`src/include/elink_params.svh`:
```
// Link parameters for the eLink receive path
// Include this header wherever the link ID, response group or burst step
// is needed. Override a macro before the include to retarget the link.

`ifndef ELINK_PARAMS_SVH
`define ELINK_PARAMS_SVH

// ID of this link, compared with dstaddr[31:20]
`define ELINK_ID 12'h999

// Group code in dstaddr[19:16] that marks a read response
`define ELINK_GROUP_RR 4'hE

// Address step between consecutive burst packets
// Each burst packet carries one doubleword
`define ELINK_BURST_STEP 32'd8

`endif

```
`src/rtl/elink_pkg.sv`:
```
// Shared types for the eLink receive path
// Modules import this package in their body and use scoped names on ports

`default_nettype none

package elink_pkg;

   // Address and data words
   typedef logic [31:0] addr_t;
   typedef logic [31:0] data_t;

   // Control field, write bit plus data and control modes
   typedef logic [6:0] ctrl_t;

   // One beat from the link deserializer
   typedef logic [63:0] link_word_t;

   // Transaction packet, 104 bits
   // Access sits in bit 0, srcaddr in the top word
   typedef struct packed {
      addr_t srcaddr;
      data_t data;
      addr_t dstaddr;
      ctrl_t ctrl;
      logic  access;
   } elink_packet_t;

   // Framer states
   typedef enum logic [1:0] {
      FR_IDLE,
      FR_HEAD_DONE,
      FR_BURST
   } frame_state_t;

endpackage

`default_nettype wire

```
`src/rtl/erx_frame.sv`:
```
// Receive framer for the eLink
// Turns 64-bit link beats into transaction packets. The first packet of a
// frame takes a header beat and a data beat; every later beat in the same
// frame is a burst packet that reuses the header's ctrl.
// rx_access pulses one cycle after the packet's last beat.

`timescale 1ns/1ns
`default_nettype none

module erx_frame (
   input  wire logic                    clk,
   input  wire logic                    arst_n,
   input  wire logic                    link_frame,
   input  wire elink_pkg::link_word_t   link_word,
   output logic                         rx_access,
   output logic                         rx_burst,
   output elink_pkg::elink_packet_t     rx_packet
);

   import elink_pkg::*;

   frame_state_t state;

   // Header fields held for the rest of the frame
   addr_t hdr_dstaddr;
   ctrl_t hdr_ctrl;

   logic head_beat;
   logic pkt_beat;
   logic burst_beat;

   // Beat classification
   // Header only in idle, any later beat completes a packet
   assign head_beat  = link_frame && (state == FR_IDLE);
   assign pkt_beat   = link_frame && (state != FR_IDLE);
   assign burst_beat = link_frame && (state == FR_BURST);

   // State and strobes
   always_ff @(posedge clk or negedge arst_n)
   begin
      if (!arst_n)
      begin
         state     <= FR_IDLE;
         rx_access <= 1'b0;
         rx_burst  <= 1'b0;
      end
      else
      begin
         rx_access <= pkt_beat;
         rx_burst  <= burst_beat;
         case (state)
            FR_IDLE:
            begin
               if (link_frame)
                  state <= FR_HEAD_DONE;
            end
            FR_HEAD_DONE:
            begin
               // Lone header with frame dropped gives nothing
               if (link_frame)
                  state <= FR_BURST;
               else
                  state <= FR_IDLE;
            end
            FR_BURST:
            begin
               if (!link_frame)
                  state <= FR_IDLE;
            end
            default:
               state <= FR_IDLE;
         endcase
      end
   end

   // Packet assembly
   always_ff @(posedge clk)
   begin
      // Header beat, dstaddr high word and ctrl in 30:24
      if (head_beat)
      begin
         hdr_dstaddr <= link_word[63:32];
         hdr_ctrl    <= link_word[30:24];
      end
      // Data beat, data high word and srcaddr low word
      if (pkt_beat)
      begin
         rx_packet.srcaddr <= link_word[31:0];
         rx_packet.data    <= link_word[63:32];
         // Burst packets leave address generation downstream
         rx_packet.dstaddr <= burst_beat ? '0 : hdr_dstaddr;
         rx_packet.ctrl    <= hdr_ctrl;
         rx_packet.access  <= 1'b1;
      end
   end

   // A burst packet is always part of a run of back-to-back packets
   assert property (@(posedge clk) disable iff (!arst_n)
      rx_burst |-> rx_access && $past(rx_access))
   else $error("rx_burst without a preceding packet");

endmodule

`default_nettype wire

```
`src/rtl/erx_protocol.sv`:
```
// Protocol stage of the eLink receive path
// Generates burst destination addresses, flags read responses to this
// link and decodes each packet into one of three strobes.
// Strobes and out_packet follow rx_access by one cycle.

`timescale 1ns/1ns
`default_nettype none

`include "elink_params.svh"

module erx_protocol (
   input  wire logic                    clk,
   input  wire logic                    arst_n,
   input  wire logic                    test_mode,
   input  wire logic                    rx_access,
   input  wire logic                    rx_burst,
   input  wire elink_pkg::elink_packet_t rx_packet,
   output logic                         rdwr_access,
   output logic                         rr_access,
   output logic                         test_access,
   output elink_pkg::elink_packet_t     out_packet,
   output elink_pkg::data_t             test_data
);

   import elink_pkg::*;

   addr_t dstaddr_reg;
   addr_t dstaddr_mux;
   logic  read_response;

   // Burst address, previous plus one step
   assign dstaddr_mux = rx_burst ? dstaddr_reg + `ELINK_BURST_STEP
                                 : rx_packet.dstaddr;

   always_ff @(posedge clk)
   begin
      if (rx_access)
         dstaddr_reg <= dstaddr_mux;
   end

   // Read response to our ID
   // Uses generated address so bursts are checked too
   assign read_response = (dstaddr_mux[31:20] == `ELINK_ID) &&
                          (dstaddr_mux[19:16] == `ELINK_GROUP_RR);

   // Decode stage
   always_ff @(posedge clk or negedge arst_n)
   begin
      if (!arst_n)
      begin
         rdwr_access <= 1'b0;
         rr_access   <= 1'b0;
         test_access <= 1'b0;
      end
      else
      begin
         rdwr_access <= !test_mode && rx_access && !read_response;
         rr_access   <= !test_mode && rx_access && read_response;
         // Read responses dropped in test mode
         test_access <= test_mode && rx_access && !read_response;
      end
   end

   // Packet stage, access bit cleared on the way out
   always_ff @(posedge clk)
   begin
      if (rx_access)
      begin
         out_packet.srcaddr <= rx_packet.srcaddr;
         out_packet.data    <= rx_packet.data;
         out_packet.dstaddr <= dstaddr_mux;
         out_packet.ctrl    <= rx_packet.ctrl;
         out_packet.access  <= 1'b0;
      end
   end

   assign test_data = out_packet.data;

   // Strobes are exclusive
   assert property (@(posedge clk) disable iff (!arst_n)
      $onehot0({rdwr_access, rr_access, test_access}))
   else $error("More than one protocol strobe high");

   // Every strobe traces back to a packet from the framer
   assert property (@(posedge clk) disable iff (!arst_n)
      (rdwr_access || rr_access || test_access) |-> $past(rx_access))
   else $error("Protocol strobe without rx_access");

endmodule

`default_nettype wire

```
`src/rtl/erx_test_monitor.sv`:
```
// Test-mode monitor for the eLink receive path
// Folds each test packet's data into a rotate-XOR signature and counts
// test packets. Both clear on the cycle test_mode rises.

`timescale 1ns/1ns
`default_nettype none

module erx_test_monitor (
   input  wire logic                clk,
   input  wire logic                arst_n,
   input  wire logic                test_mode,
   input  wire logic                test_access,
   input  wire elink_pkg::data_t    test_data,
   output elink_pkg::data_t         test_signature,
   output logic [15:0]              test_count
);

   import elink_pkg::*;

   logic test_mode_q;
   logic mode_rise;

   // Edge detect on test_mode
   assign mode_rise = test_mode && !test_mode_q;

   always_ff @(posedge clk or negedge arst_n)
   begin
      if (!arst_n)
      begin
         test_mode_q    <= 1'b0;
         test_signature <= '0;
         test_count     <= '0;
      end
      else
      begin
         test_mode_q <= test_mode;
         if (mode_rise)
         begin
            // New test run
            test_signature <= '0;
            test_count     <= '0;
         end
         else if (test_access)
         begin
            // Rotate left by one, then fold in data
            test_signature <= {test_signature[30:0], test_signature[31]} ^ test_data;
            test_count     <= test_count + 16'd1;
         end
      end
   end

   // Test packets are decoded upstream with test mode already on
   assert property (@(posedge clk) disable iff (!arst_n)
      test_access |-> test_mode_q)
   else $error("test_access while test mode was off");

endmodule

`default_nettype wire

```
`src/rtl/erx_top.sv`:
```
// Top of the eLink receive path
// Link beats go through the framer, then the protocol decode.
// Test-mode traffic also feeds the signature monitor.

`timescale 1ns/1ns
`default_nettype none

module erx_top (
   input  wire logic                    clk,
   input  wire logic                    arst_n,
   input  wire logic                    test_mode,
   input  wire logic                    link_frame,
   input  wire elink_pkg::link_word_t   link_word,
   output logic                         rdwr_access,
   output logic                         rr_access,
   output logic                         test_access,
   output elink_pkg::elink_packet_t     out_packet,
   output elink_pkg::data_t             test_signature,
   output logic [15:0]                  test_count
);

   import elink_pkg::*;

   // Framer to protocol
   logic          rx_access;
   logic          rx_burst;
   elink_packet_t rx_packet;

   // Protocol to monitor
   data_t test_data;

   erx_frame u_frame (
      .clk        (clk),
      .arst_n     (arst_n),
      .link_frame (link_frame),
      .link_word  (link_word),
      .rx_access  (rx_access),
      .rx_burst   (rx_burst),
      .rx_packet  (rx_packet)
   );

   erx_protocol u_protocol (
      .clk         (clk),
      .arst_n      (arst_n),
      .test_mode   (test_mode),
      .rx_access   (rx_access),
      .rx_burst    (rx_burst),
      .rx_packet   (rx_packet),
      .rdwr_access (rdwr_access),
      .rr_access   (rr_access),
      .test_access (test_access),
      .out_packet  (out_packet),
      .test_data   (test_data)
   );

   erx_test_monitor u_test_monitor (
      .clk            (clk),
      .arst_n         (arst_n),
      .test_mode      (test_mode),
      .test_access    (test_access),
      .test_data      (test_data),
      .test_signature (test_signature),
      .test_count     (test_count)
   );

endmodule

`default_nettype wire

```
`config.mk`:
```
export PLATFORM = sky130hd
export DESIGN_NAME = erx_top
export DESIGN_NICKNAME = d
export VERILOG_FILES = /design/src/rtl/elink_pkg.sv /design/src/rtl/erx_frame.sv /design/src/rtl/erx_protocol.sv /design/src/rtl/erx_test_monitor.sv /design/src/rtl/erx_top.sv
export VERILOG_INCLUDE_DIRS = /design/src /design/src/include
export SDC_FILE = /design/constraint.sdc
export NUM_CORES = 1
export LEC_CHECK = 0
export ABC_AREA = 1
export ABC_CLOCK_PERIOD_IN_PS = 8600
export BUFFER_PORTS_ARGS = -buffer_cell sky130_fd_sc_hd__buf_2
export CORE_ASPECT_RATIO = 2
export CORE_MARGIN = 2
export CORE_UTILIZATION = 40
export DETAILED_ROUTE_END_ITERATION = 8
export GPL_ROUTABILITY_DRIVEN = 0
export GPL_TIMING_DRIVEN = 0
export PLACE_DENSITY_LB_ADDON = 0.08
export SKIP_CTS_REPAIR_TIMING = 1
export SYNTH_ARGS = -nofsm -noshare
export SYNTH_HDL_FRONTEND = slang
export SYNTH_HIERARCHICAL = 1
export SYNTH_SLANG_ARGS = --single-unit
export TNS_END_PERCENT = 50
```
`constraint.sdc`:
```
create_clock -name clk -period 8.6 [get_ports clk]
set_clock_uncertainty 0.05 [all_clocks]
set_input_delay 1.72 -clock clk [delete_from_list [all_inputs] [get_ports clk]]
set_output_delay 1.72 -clock clk [all_outputs]
set_load 0.1 [all_outputs]
```
# --- Word level (Yosys, flattened, before mapping) ---
# Index checks and enable logic that the tools add are counted.
totals:
  ff_bits: 301
  input_bits: 68
  out_inout_bits: 155
  wordCells: 54
classes:
  add_sub_neg: 2
  eq_ne: 6
  muxes: 9
  n_bitwise: 1
  reduce_logical: 17
ops:
  columns: ["cell", "count"]
  rows:
  - ["2-to-1 mux 32 bit", 3]
  - ["adder 32 x 4 -> 32 bit (second input constant)", 1]
  - ["2-to-1 mux 16 bit", 2]
  - ["bitwise XOR 32 bit", 1]
  - ["adder 16 x 1 -> 16 bit (second input constant)", 1]
  - ["equality test 12 bit (second input constant)", 1]
  - ["logical AND 1 bit", 10]
  - ["2-to-1 mux 2 bit", 3]
  - ["case mux 2 bit (3 select lines)", 1]
  - ["equality test 4 bit (second input constant)", 1]
  - ["inequality test 2 bit (second input constant)", 2]
  - ["nonzero test 2 bit", 2]
  - ["logical NOT 1 bit", 3]
  - ["equality test 2 x 1 -> 1 bit (second input constant)", 1]
  - ["equality test 2 bit (second input constant)", 1]
  - ["logical NOT 2 bit", 1]
  - ["AND reduction 2 bit", 1]

# --- Longest topological paths before layout ---
logic_depth:
  ltp_word: 6
  mapped_depth: 15

# --- Hierarchy ---
# Netlist, hierarchy kept.
modules_own_cells:
  columns: ["module", "n_inst", "cells_each", "area_each_um2", "seq_area_each_um2"]
  rows:
  - ["erx_protocol", 1, 441, 4777.1, 3168.0]
  - ["erx_frame", 1, 226, 4712.0, 4364.2]
  - ["erx_test_monitor", 1, 253, 2311.0, 1226.2]

# --- Least setup slack after synthesis ---
# OpenSTA, ideal clock, no wires.
synth_path:
  path_kind: "input port to flip-flop"
  start: "input link_frame"
  end: "register u_frame.rx_access"
  arrival_ps: 6774
  required_ps: 7901
  slack_ps: 1127
  stages: 2
  path_buffers: 0
  path_cell_list: "inv_1 > a21oi_1"
synth_via:
  elab_chain_len: 1
synth_lines:
  columns: ["item", "line", "text"]
  rows:
  - ["start, declared", "erx_top.sv:12", "input wire logic link_frame,"]
  - ["logical AND 1 bit", "erx_frame.sv:35", "assign pkt_beat = link_frame && (state != FR_IDLE);"]
  - ["named net u_frame.pkt_beat", "erx_frame.sv:29", "logic pkt_beat;"]
  - ["end signal, assigned", "erx_frame.sv:49", "rx_access <= pkt_beat;"]
  - ["end, declared", "erx_frame.sv:15", "output logic rx_access,"]
# The timed path passes the listed nets, and every way through them passes these cells.
# A chain may end at the register's enable or synchronous reset.

# --- Final worst setup path ---
layout_path:
  start: "register u_protocol/out_packet[11] (netlist name)"
  end: "output out_packet[11] (netlist name)"
layout_rtl:
  columns: ["item", "line", "text"]
  rows:
  - ["end, declared", "erx_top.sv:17", "output elink_pkg::elink_packet_t out_packet,"]
# No word-level cell between the ends.

==> results.yml <==
sta:
  slew_headroom: 0.392
  holdWs_ns: 0.363
  setup_tns_ns: 0
  finalHoldViolCount: 0
  fin_crit_ns: 3.34
  finalSetupViolCount: 0
  drv_slew: 0
  worst_pin_slew_ns: 0.909
  fin_crit_sh: 0.389
  grt_setup_unrepaired: "false"
  fmax_ghz: 0.299
worst_setup_path:
  crit_path_end_kind: "output port"
  crit_slowest_cell: "edfxtp_1"
  worstSetupPathType: "reg2out"
  critPathMaxStageDelay_ns: 0.54
  crit_chain: "buf_2"
  required_ns: 6.83
  path_max_fanout: 7
  critPathLaunchType: "register"
  worstPathArrival_ns: 1.57
  critical_path_buf_inv_count: 1
  cp_top_family: "flip-flops"
layout:
  multiInputGateArea_um2: 2350
  nets: 1246
  regArea_um2: 8760
  n_antenna_cell: 0
  nFillCells: 2647
  areaGrowthSynthToFinish_pct: 22.2
  final_layout_size_suffix_gt1_frac: 0.302
synthesis:
  synthesis.area_um2: 11800
  postSynthAreaPerCell_um2: 12.8
  syn_nets: 988
  yosys_warnings: 6
  synthCells: 918
global_routing:
  grt_use_total: 0.170
  grt_max_degree: 58
  grt_overflow_total: 0
  grt_pass1_wl_um: 40300
  antenna_found_initial: 3
  first_global_vias: 7316
run:
  maxCapViolations: 0
placed_design:
  place_hpwl_um: 19700
  io_buffer_count: 221
clock_network:
  clkSlewWorstSetupHoldPaths_ns: 0.07
  cts_root_buffer: "clkbuf_16"
  cts_max_path_buffers: 3
  cts_inserted_buffers: 27
  clkSinkCount: 301
  cts.htree.levels: 1
  cts_tree: "done"
  clk-insertion-delay-late_ns: 0.54
die:
  rows: 88
  ios: 223
  die_y_um: 247
  core_area_um2: 29000
  start_util: 0.407
  die_area_um2: 30900
  fp.dieW_um: 125
route:
  routed_wl_um: 26500
  vias: 7211
  drtIter0Drc: 361
  drc: 0
  final_antenna_net_count: 0
  post_drt_via_cell_ratio: 4.63
  firstDrtPassIters: 5
  wl_per_cell_um: 17.0
pwr:
  leakage_nw: 6.05
  power.density_nw_per_um2: 272
  peakVddDrop_mv: 0.175
status:
  status: "completed"
hold_path:
  hold_path.class: "reg2reg"
## sequential cells by signal (all words and copies together), names as in the netlist, 2 cells and up
| name | cells |
|---|---|
| u_frame/hdr_ctrl | 7 |
| u_frame/hdr_dstaddr | 32 |
| u_frame/rx_packet | 103 |
| u_frame/state | 2 |
| u_protocol/out_packet | 71 |
| u_protocol/test_data | 32 |
| u_test_monitor/test_count | 16 |
| u_test_monitor/test_signature | 32 |
## final cells by class
type,instances,share of cell area
Sequential cell,301,0.608
Inverter,95,0.0248
Clock inverter,16,0.0129
Clock buffer,34,0.0501
Multi-Input combinational cell,473,0.163
Timing Repair Buffer,229,0.0861
Tap cell,360,0.0313
Buffer,49,0.0236
## routing by layer
metal  GRT usage  vias up  wire length, um
met5           0        -               45
met2       0.329      215            14900
li1            -     3551                -
met4      0.0725        6              986
met1       0.173     3390             9090
met3      0.0372       49             1530
## through the flow
step	setup slack (ns)	cells	area, um2	power (W)	utilization
global route	5.21	1557	14400	0.00408	0.498
detailed placement	5.25	1507	13500	0.00272	0.466
finish	5.26	1557	14400	0.00392	0.498
CTS	5.22	1557	14400	0.00398	0.498
floorplan	1.13	918	11800	0.00254	-
global placement	-1.89	1499	13300	0.00272	0.461
## placed cells by master, fill, tap and decap left out, drive strengths merged, types with 2 or more instances in the layout
cell type	instances
buf	272
edfxtp	245
nand2	183
nor2	108
inv	95
dfrtp	56
o21ai	53
clkbuf	40
xnor2	37
nand3	36
or2	13
clkinv	12
a21oi	11
nor3	8
nand4	5
bufinv	4
nand3b	4
xor2	4
and2	3
ha	2
o21bai	2
## power by group
| group | total [W] | switching (W) | internal, W |
|---|---|---|---|
| logic | 0.000847 | 0.000694 | 0.000153 |
| clock network | 0.00124 | 0.000520 | 0.000716 |
| registers | 0.00184 | 0.0000857 | 0.00175 |
| total | 0.00392 | 0.00130 | 0.00262 |
## path summary, 6_finish.rpt
kind | startpoint | endpoint | slack [ns] | depth (start not counted)
max in group asynchronous | arst_n | u_frame/rx_access$_DFF_PN0_ | 6.62 | 1
max reg2reg | u_protocol/out_packet[11]$_DFFE_PP_ | u_protocol/rdwr_access$_DFF_PN0_ | 5.92 | 14
max | u_protocol/out_packet[11]$_DFFE_PP_ | out_packet[11] | 5.26 | 1
min reg2reg | u_frame/rx_packet[58]$_DFFE_PP_ | u_protocol/test_data[18]$_DFFE_PP_ | 0.36 | 0
min in group asynchronous | arst_n | u_test_monitor/test_count[13]$_DFFE_PN0P_ | 1.22 | 1
min | u_frame/rx_packet[58]$_DFFE_PP_ | u_protocol/test_data[18]$_DFFE_PP_ | 0.36 | 0
(Power assumes the default switching activity.)
